`src/hdl/esc_pkg.sv`:
```
// shared constants, word types and FSM states for the escape-coded tlast link, import where needed
package esc_pkg;

   localparam int WORD_W       = 64;                    // stream and link word
   localparam int CSUM_W       = 32;                    // running xor checksum
   localparam int LINK_CREDITS = 4;                     // rx buffer depth = initial credits
   localparam int CREDIT_W     = $clog2(LINK_CREDITS + 1);
   localparam int BUF_PTR_W    = (LINK_CREDITS > 1) ? $clog2(LINK_CREDITS) : 1;

   localparam logic [WORD_W-1:0] ESC_CODE = 64'hDEADBEEFFEEDCAFE; // in-band escape

   typedef logic [WORD_W-1:0]    word_t;
   typedef logic [CSUM_W-1:0]    csum_t;
   typedef logic [CREDIT_W-1:0]  credit_t;   // holds 0..LINK_CREDITS
   typedef logic [BUF_PTR_W-1:0] buf_ptr_t;  // rx buffer slot index

   // sender side: escape, flag, then the data word itself
   typedef enum logic [1:0] {
      ENC_IDLE,
      ENC_FLAG,
      ENC_DATA
   } enc_state_t;

   // receiver side mirrors the encoder
   typedef enum logic [1:0] {
      DEC_IDLE,
      DEC_FLAG,
      DEC_DATA
   } dec_state_t;

   // checksum contribution of one word, both halves folded
   function automatic csum_t word_csum(input word_t w);
      return w[WORD_W-1:CSUM_W] ^ w[CSUM_W-1:0];
   endfunction

endpackage

```
`src/hdl/esc_link_if.sv`:
```
// word link with credit return, sender pushes words, receiver hands back one credit per pop
interface esc_link_if;
   import esc_pkg::*;

   word_t word;    // link word, meaningful while valid
   logic  valid;   // one word per cycle, only with a credit in hand
   logic  credit;  // single-cycle pulse, one slot freed

   // encoder side, or buffer output side
   modport sender (
      output word,
      output valid,
      input  credit
   );

   // buffer input side, or decoder side
   modport receiver (
      input  word,
      input  valid,
      output credit
   );

endinterface

```
`src/hdl/esc_encoder.sv`:
```
// escape encoder that turns a tlast stream into plain link words and spends link credits
module esc_encoder (
   input  logic           clk,
   input  logic           i_reset,
   input  esc_pkg::word_t i_tdata,
   input  logic           i_tlast,
   input  logic           i_tvalid,
   output logic           o_tready,
   esc_link_if.sender     link
);
   import esc_pkg::*;

   enc_state_t state;
   enc_state_t state_nxt;
   credit_t    credits;     // free slots at the far buffer
   csum_t      csum;        // xor of accepted non-last words
   logic       flag_last;   // escape belongs to a last word
   logic       has_credit;
   logic       need_esc;    // word needs the three word sequence
   logic       send;        // link word goes out this cycle
   logic       accept;      // input word consumed this cycle

   assign has_credit = (credits != '0);
   assign need_esc   = i_tlast || (i_tdata == ESC_CODE);

   always_comb begin
      state_nxt = state;
      link.word = i_tdata;   // pass through by default
      send      = 1'b0;
      accept    = 1'b0;
      case (state)
         ENC_IDLE: begin
            if (i_tvalid && has_credit) begin
               send = 1'b1;
               if (need_esc) begin
                  link.word = ESC_CODE;  // input held until the data cycle
                  state_nxt = ENC_FLAG;
               end else begin
                  accept = 1'b1;         // plain word goes straight through
               end
            end
         end
         ENC_FLAG: begin
            // 1 with checksum marks end of packet and 0 marks escaped data
            link.word = flag_last ? {csum, CSUM_W'(1)} : '0;
            if (has_credit) begin
               send      = 1'b1;
               state_nxt = ENC_DATA;
            end
         end
         ENC_DATA: begin
            if (i_tvalid && has_credit) begin
               send      = 1'b1;
               accept    = 1'b1;
               state_nxt = ENC_IDLE;
            end
         end
         default: state_nxt = ENC_IDLE;
      endcase
   end

   assign link.valid = send;
   assign o_tready   = accept;  // low through escape and flag cycles

   always_ff @(posedge clk) begin
      if (i_reset) begin
         state     <= ENC_IDLE;
         flag_last <= 1'b0;
         csum      <= '0;
      end else begin
         state <= state_nxt;
         if (state == ENC_IDLE && send && need_esc) begin
            flag_last <= i_tlast;  // decides the flag word
         end
         if (accept) begin
            if (state == ENC_DATA && flag_last) begin
               csum <= '0;  // packet done
            end else begin
               csum <= csum ^ word_csum(i_tdata);
            end
         end
      end
   end

   // credits spent on send and refilled on each receiver pulse
   always_ff @(posedge clk) begin
      if (i_reset) begin
         credits <= credit_t'(LINK_CREDITS);
      end else begin
         case ({send, link.credit})
            2'b10:   credits <= credits - credit_t'(1);
            2'b01:   credits <= credits + credit_t'(1);
            default: credits <= credits;  // idle or spend and refill together
         endcase
      end
   end

   // receiver never returns more than it was given
   a_credit_max: assert property (@(posedge clk) disable iff (i_reset)
      credits <= credit_t'(LINK_CREDITS))
      else $error("link credits above buffer depth");

endmodule

```
`src/hdl/credit_buffer.sv`:
```
// receive FIFO at the link end, head shown downstream, one credit returned per pop
module credit_buffer (
   input  logic         clk,
   input  logic         i_reset,
   esc_link_if.receiver link_in,
   esc_link_if.sender   link_out
);
   import esc_pkg::*;

   word_t    mem [LINK_CREDITS];  // payload only
   buf_ptr_t wr_ptr;
   buf_ptr_t rd_ptr;
   credit_t  count;               // words held
   logic     push;
   logic     pop;

   // circular increment, depth need not be a power of two
   function automatic buf_ptr_t ptr_inc(input buf_ptr_t p);
      if (p == buf_ptr_t'(LINK_CREDITS - 1)) begin
         return '0;
      end
      return p + buf_ptr_t'(1);
   endfunction

   assign push = link_in.valid;                  // credit rule, always room
   assign pop  = link_out.credit && (count != '0);

   assign link_out.word  = mem[rd_ptr];          // head word
   assign link_out.valid = (count != '0);
   assign link_in.credit = pop;                  // slot freed, same cycle

   always_ff @(posedge clk) begin
      if (push) begin
         mem[wr_ptr] <= link_in.word;
      end
   end

   always_ff @(posedge clk) begin
      if (i_reset) begin
         wr_ptr <= '0;
         rd_ptr <= '0;
         count  <= '0;
      end else begin
         if (push) begin
            wr_ptr <= ptr_inc(wr_ptr);
         end
         if (pop) begin
            rd_ptr <= ptr_inc(rd_ptr);
         end
         case ({push, pop})
            2'b10:   count <= count + credit_t'(1);
            2'b01:   count <= count - credit_t'(1);
            default: count <= count;
         endcase
      end
   end

   // sender credit count must track free slots here
   a_no_overflow: assert property (@(posedge clk) disable iff (i_reset)
      push |-> count != credit_t'(LINK_CREDITS))
      else $error("link word written into full buffer");

endmodule

```
`src/hdl/esc_decoder.sv`:
```
// escape decoder, strips escape sequences, restores tlast and checks per-packet checksum
module esc_decoder (
   input  logic           clk,
   input  logic           i_reset,
   esc_link_if.receiver   link,
   output esc_pkg::word_t o_tdata,
   output logic           o_tlast,
   output logic           o_tvalid,
   output logic           o_checksum_error,
   input  logic           i_tready
);
   import esc_pkg::*;

   dec_state_t state;
   dec_state_t state_nxt;
   csum_t      csum;       // own xor of delivered non-last words
   logic       last_pend;  // tlast for the word after the flag
   logic       pop;        // head consumed, doubles as credit
   logic       take_flag;
   logic       take_data;
   logic       csum_bad;

   assign o_tdata = link.word;  // straight from buffer head

   always_comb begin
      state_nxt = state;
      o_tvalid  = 1'b0;
      o_tlast   = 1'b0;
      pop       = 1'b0;
      take_flag = 1'b0;
      take_data = 1'b0;
      case (state)
         DEC_IDLE: begin
            if (link.valid) begin
               if (link.word == ESC_CODE) begin
                  pop       = 1'b1;  // swallowed
                  state_nxt = DEC_FLAG;
               end else begin
                  o_tvalid = 1'b1;   // ordinary word, tlast low
                  if (i_tready) begin
                     pop       = 1'b1;
                     take_data = 1'b1;
                  end
               end
            end
         end
         DEC_FLAG: begin
            if (link.valid) begin
               pop       = 1'b1;  // flag never reaches output
               take_flag = 1'b1;
               state_nxt = DEC_DATA;
            end
         end
         DEC_DATA: begin
            if (link.valid) begin
               o_tvalid = 1'b1;  // may itself equal ESC_CODE
               o_tlast  = last_pend;
               if (i_tready) begin
                  pop       = 1'b1;
                  take_data = 1'b1;
                  state_nxt = DEC_IDLE;
               end
            end
         end
         default: state_nxt = DEC_IDLE;
      endcase
   end

   assign link.credit = pop;

   // only end-of-packet flags carry a checksum
   assign csum_bad = link.word[0] && (link.word[WORD_W-1:CSUM_W] != csum);

   always_ff @(posedge clk) begin
      if (i_reset) begin
         state            <= DEC_IDLE;
         csum             <= '0;
         last_pend        <= 1'b0;
         o_checksum_error <= 1'b0;
      end else begin
         state            <= state_nxt;
         o_checksum_error <= take_flag && csum_bad;  // one cycle pulse
         if (take_flag) begin
            last_pend <= link.word[0];
         end
         if (take_data) begin
            csum <= o_tlast ? '0 : csum ^ word_csum(link.word);
         end
      end
   end

   // encoder only ever emits 0 or 1 in the flag low half
   a_flag_low: assert property (@(posedge clk) disable iff (i_reset)
      (state == DEC_FLAG && link.valid) |-> link.word[CSUM_W-1:1] == '0)
      else $error("malformed flag word on link");

endmodule

```
`src/hdl/tlast_link.sv`:
```
// top level, stream in, escape coded credit link, stream out with restored tlast
module tlast_link (
   input  logic           clk,
   input  logic           i_reset,
   // upstream stream
   input  esc_pkg::word_t i_tdata,
   input  logic           i_tlast,
   input  logic           i_tvalid,
   output logic           o_tready,
   // downstream stream
   output esc_pkg::word_t o_tdata,
   output logic           o_tlast,
   output logic           o_tvalid,
   output logic           o_checksum_error,
   input  logic           i_tready
);

   esc_link_if link_enc ();  // encoder to buffer
   esc_link_if link_buf ();  // buffer head to decoder

   esc_encoder esc_encoder_i (
      .clk      (clk),
      .i_reset  (i_reset),
      .i_tdata  (i_tdata),
      .i_tlast  (i_tlast),
      .i_tvalid (i_tvalid),
      .o_tready (o_tready),
      .link     (link_enc)
   );

   credit_buffer credit_buffer_i (
      .clk      (clk),
      .i_reset  (i_reset),
      .link_in  (link_enc),
      .link_out (link_buf)
   );

   esc_decoder esc_decoder_i (
      .clk              (clk),
      .i_reset          (i_reset),
      .link             (link_buf),
      .o_tdata          (o_tdata),
      .o_tlast          (o_tlast),
      .o_tvalid         (o_tvalid),
      .o_checksum_error (o_checksum_error),
      .i_tready         (i_tready)   // decoder pops feed back as credits
   );

endmodule

```
`config.mk`:
```
export PLATFORM = sky130hd
export DESIGN_NAME = tlast_link
export DESIGN_NICKNAME = d
export VERILOG_FILES = /design/src/hdl/esc_pkg.sv /design/src/hdl/esc_link_if.sv /design/src/hdl/esc_encoder.sv /design/src/hdl/credit_buffer.sv /design/src/hdl/esc_decoder.sv /design/src/hdl/tlast_link.sv
export SDC_FILE = /design/constraint.sdc
export NUM_CORES = 1
export LEC_CHECK = 0
export ABC_AREA = 1
export BUFFER_PORTS_ARGS = -buffer_cell sky130_fd_sc_hd__buf_2
export CAP_MARGIN = 20
export CORE_MARGIN = 5
export CORE_UTILIZATION = 55
export CTS_BUF_LIST = sky130_fd_sc_hd__clkbuf_2 sky130_fd_sc_hd__clkbuf_4 sky130_fd_sc_hd__clkbuf_8
export CTS_CLUSTER_SIZE = 14
export DETAILED_ROUTE_END_ITERATION = 7
export MAX_ROUTING_LAYER = met4
export PLACE_DENSITY = 0.74
export SYNTH_ARGS = -nofsm -noshare
export SYNTH_HDL_FRONTEND = slang
export SYNTH_SLANG_ARGS = --single-unit
```
`constraint.sdc`:
```
create_clock -name clk -period 4.7 [get_ports clk]
set_input_delay 0.235 -clock clk [delete_from_list [all_inputs] [get_ports clk]]
set_output_delay 0.235 -clock clk [all_outputs]
set_load 0.1 [all_outputs]
```
* Word-level counts from Yosys, hierarchy flattened
Memory sizes are Yosys's and may differ from the RTL's. A register that Yosys moved wholly into a read port is not among the register bits.
Index checks and enable logic that the tools add are counted.
** Cells by class
- Shift operators :: 0
- Multiply operators :: 0
- Div/mod/pow operators :: 0
- Eq/ne operators :: 20
- Add/sub/neg operators :: 6
- Bitwise logic cells :: 4
- $lt $le $gt $ge :: 0
- Multiplexer cells :: 54
- Reductions and logical operators :: 16
** Operators with widths (count)
- 64-bit two-way mux :: 3
- 64-bit == test, second input constant :: 2
- 64-bit case mux with 2 select lines :: 1
- 32-bit XOR :: 4
- 32-bit two-way mux :: 2
- 32-bit inequality test :: 1
- 2-bit two-way mux :: 15
- 1-bit two-way mux :: 24
- 2-bit case mux with 3 select lines :: 2
- 3-bit case mux with 2 select lines :: 2
- 2-bit == test, second input constant :: 5
- 2-bit by 1-bit inequality test with 1-bit output, second input constant :: 5
- 2-bit inequality test, second input constant :: 4
- 1-bit case mux with 2 select lines :: 4
- 1-bit logical AND :: 7
- 3-bit by 1-bit adder with 3-bit output, second input constant :: 2
- 2-bit by 1-bit == test with 1-bit output, second input constant :: 3
- 3-bit nonzero test :: 2
- 3-bit by 1-bit subtractor with 3-bit output, second input constant :: 2
- 5-bit AND reduction :: 1
- 2-bit by 1-bit adder with 2-bit output, second input constant :: 2
- 2-bit logical NOT :: 2
- 4-bit AND reduction :: 1
- 1-bit case mux with 3 select lines :: 1
- 3 further kinds :: 3
** Storage, ports and cells
- Flip-flop bits (word level) :: 81
- Latch bits :: 0
- Output and inout port bits :: 68
- Memories kept :: 1
- ROM bits :: 0
- RAM bits :: 256
** Memory list
- credit_buffer_i.mem :: words 4, width 64, rd ports 1, clocked after memory_dff 1, wr ports 1, RTL line credit_buffer.sv:10 : word_t mem [LINK_CREDITS];

* Longest topological paths before layout
- Depth in word-level cells :: 10
- Gate-level depth with buffers :: 25
- Gate-level depth less buffers :: 23

* Modules after synthesis
Synthesis repeated with hierarchy kept, for this count alone.
** Unflattened totals
- Cells, all modules :: 1796
- Area total of the unflattened synthesis :: 16827.4 µm²
** Modules (own cells, without submodules)
- credit_buffer :: instances 1, area an instance 9978.3 µm², seq. area each 7867.5 µm², cells an instance 682
- esc_encoder :: instances 1, area an instance 3430.8 µm², seq. area each 760.7 µm², cells an instance 571
- esc_decoder :: instances 1, area an instance 3418.3 µm², seq. area each 720.7 µm², cells an instance 543

* Worst setup path after synthesis
No wires, ideal clock.
- Path type :: register -> register
- Start :: register esc_encoder_i.state[1]
- End :: memory credit_buffer_i.mem[0][0] (netlist bit) (enable)
- Buffers on the path :: 0
- Path slack :: 423 ps
- Cell stages (with the launch flop) :: 8
- Setup time :: 487 ps
- Arrival time :: 3791 ps
- Period minus slack after synthesis :: 4277 ps
- Cell sequence :: dfxtp_1 -> inv_1 -> nand2_1 -> inv_2 -> nand2_1 -> o21ai_0 -> clkinv_1 -> nor2_1
** On the way
- Word-level cells in the longest chain between the ends :: 5
** RTL lines
- start, declared :: RTL line esc_encoder.sv:13 : enc_state_t state;
- start signal, assigned :: RTL line esc_encoder.sv:71 : state <= state_nxt;
- 2-bit == test / 2-bit logical NOT (equally long branches) :: RTL line esc_encoder.sv:31 : case (state)
- 2-bit OR reduction (no line)
- 1-bit case mux with 2 select lines (*) :: RTL line esc_encoder.sv:31
- 1-bit two-way mux (*) :: RTL line credit_buffer.sv:33 : if (push) begin
- 1-bit two-way mux (implied by the code) (*) :: RTL line credit_buffer.sv:34 : mem[wr_ptr] <= link_in.word;
- end, declared :: RTL line credit_buffer.sv:10
Every way passes the cells marked *; elsewhere a longest branch is shown, timed or not.

==> metrics.cfg <==
[run_status]
status=complete, no violations

[pwr]
internal-power_mw=6.89
p_clk_frac=0.185
power_density_mw_per_mm2=769
p_leak_nw=8.05
p_comb_frac=0.531
p_switching_mw=7.39
ir_drop_uv=441
p_seq_frac=0.284
sw_frac_of_total=0.518

[hold_path]
holdPathStages=4
hold_path.class=input port to flip-flop

[setup_path]
reg2reg_slack_ns=0.87
worst_ep_required_time_ns=5.17
end_kind=flip-flop
critPathMaxFanout=51
cp.arrival_ns=4.30
cp-start-kind=flip-flop
reg2reg_depth=22
critical_path_class=flip-flop to flip-flop

[clock_network]
ctsLongestPathBuffers=3
cts-root-buf=clkbuf_8
clkSlewWorstSetupHoldPaths_ns=0.07
cts_buffers=55
ctsResizeCount=0
h-tree-depth=2
cts_tree=built
clock_sinks=339
clk_latency_ns=0.60

[synth]
post_synth_num_cell_types=35
syn_avg_cell_area_um2=8.78
syn_inst=1867
ys_seq_elements=339
syn_area_mm2=0.0164
syn_nets=1945
yosysWarnings=0
seq_area_frac_synth=0.570

[cells_and_area]
finalInstanceArea_mm2=0.0186
final_cells=2437
final_common_cell=nand2_1
final_cell_mix=nand2_1, edfxtp_1, inv_1, nand3_1, buf_2
syn2layout_area_growth_pct=13.4
diodes=0
fin_nets=2079
layout-drive-gt1-share=0.156
fin_util=0.629

[die]
die-area_mm2=0.0334
io_pins=137
rows=63
core_mm2=0.0296
die_h_um=183
start_util=0.555
die_w_um=183

[global_routing]
grt_max_degree=123
antenna_found_initial=0
grt_usage=0.269
gr-total-overflow=0
grt_pass1_wl_mm=69.0
grt_pass1_vias=12300

[timing]
maxSlewViolCount=0
tightest_slew_ns=1.04
slew_headroom=0.303
tns_ns=0
fmax_mhz=261
rsz0062_at_grt=no
skew_ns=0.0319
period_needed_ns=3.83
setup_viol=0
timing.final.crit_share=0.814
final_hold_viol_count=0

[detailed_routing]
maxUsedRoutingLayer=met4
drt_iter0_markers=1354
wire_per_inst_um=18.1
wl_met1_mm=19.7
ant_nets=0
drc_errors=0
dr_total_vias=13200
met2_length_mm=18.6
viasPerCell=5.42
wl_met3_mm=4.83
firstDrtPassIters=5
wirelength_mm=44.1

[place]
place_inst=2331
postPlaceCellArea_mm2=0.0174
port-buffer-count=136
finalWeightedCongestion=0.895
dp_hpwl_mm=29.6

[job]
maxCapViolations=0

==> per-stage QoR <==
step / worst slack (ns) / hold slack (ns) / power [mW]
2_1_floorplan: 0.423 / 0.359 / 9.99
4_1_cts: 0.891 / 0.0381 / 14.3
5_1_grt: 0.455 / 0.0713 / 15.1
6_report: 0.875 / 0.0699 / 14.3
3_5_place_dp: 0.869 / 0.456 / 11.6
3_3_place_gp: 0.991 / 0.442 / 11.5
==> cells in the mapped netlist (all sizes together) <==
master   count  share of area
nand2      585           0.13
edfxtp     256           0.47
inv        235          0.054
nand3      162          0.050
nor2       115          0.027
a21oi      111          0.034
dfxtp       83           0.10
xor2        65          0.035
or2         56          0.021
buf         49          0.020
clkbuf      32         0.0073
o21ai       28         0.0085
o211ai      24          0.011
nand4       18         0.0073
clkinv       9         0.0021
ha           9         0.0069
nor4         8         0.0031
o22ai        8         0.0031
nor3         7         0.0021
xnor2        2         0.0011
a211oi       1        0.00046
a2bb2oi      1        0.00053
and2         1        0.00038
o21a         1        0.00046
o22a         1        0.00053
==> power by group through the flow <==
stage / registers, mW / clock network [mW] / logic (mW)
after global routing: 4.10 / 2.83 / 8.14
after global placement: 4.10 / 0 / 7.40
final: 4.06 / 2.65 / 7.58
after floorplan: 4.09 / 0 / 5.90
after detailed placement: 4.12 / 0 / 7.51
after CTS: 4.06 / 2.68 / 7.54
==> layout make-up <==
cell class	instances	area (um^2)
tap	390	488
clock buffer	74	906
timing repair buffer	158	971
sequential	339	9350
inverter	244	918
clock inverter	29	236
fill	2458	11000
multi-input combinational	1203	5710
==> what timing repair did <==
item | CTS | global route
endpoints found under the hold margin | 2 | 0
buffers inserted | 0 | 0
hold buffers | 2 | 0
==> path summary, 6_finish.rpt <==
check / end / from
worst max-delay path: esc_encoder_i.credits[2] / flip-flop
worst min-delay path: esc_decoder_i.state[1] / i_tready
worst max register to register: esc_encoder_i.credits[2] / flip-flop
worst min register to register: esc_encoder_i.csum[7] / esc_encoder_i.csum[7]
==> worst max-delay path, cell delays in order, from the launching register on <==
cell,delay (ns)
dfxtp_4,0.36
inv_4,0.40
buf_12,0.30
nand2_1,0.08
nand3_1,0.08
nand2_1,0.13
nor2_1,0.13
nand2_1,0.13
nor2_1,0.12
nand2_1,0.06
nor2_1,0.17
nand3_2,0.19
nand3_1,0.20
and2_1,0.18
ha_1,0.29
xnor2_1,0.10
ha_1,0.18
a21oi_1,0.17
nor2_1,0.07
nor2_1,0.10
inv_1,0.05
a21oi_1,0.11
o21ai_0,0.09
==> logic make-up after synthesis <==
family,Yosys count,share of synthesized area
AO/OA/AOI/OAI,175,0.0585
flip-flops,339,0.570
XOR/XNOR,67,0.0358
buffers and inverters,325,0.0836
AND/OR/NAND/NOR,952,0.245
adder cells (fa/ha/maj),9,0.00687
==> registers in the layout, summed over array words and instances, names as in the netlist, named ones only <==
signal,flops
esc_encoder_i.flag_last,1
credit_buffer_i.count,3
esc_encoder_i.state,2
esc_decoder_i.last_pend,1
esc_decoder_i.csum,32
esc_encoder_i.credits,3
credit_buffer_i.mem,256
esc_decoder_i.o_checksum_error,1
esc_encoder_i.csum,32
esc_decoder_i.state,2
credit_buffer_i.wr_ptr,2
credit_buffer_i.rd_ptr,2
==> layer usage <==
metal  vias up  track usage
met4         0       0.0651
met3        60       0.0429
met5         -            -
li1       6311            -
met2       671        0.379
met1      6159        0.412
Note: power is estimated with default switching activity, not from simulation.
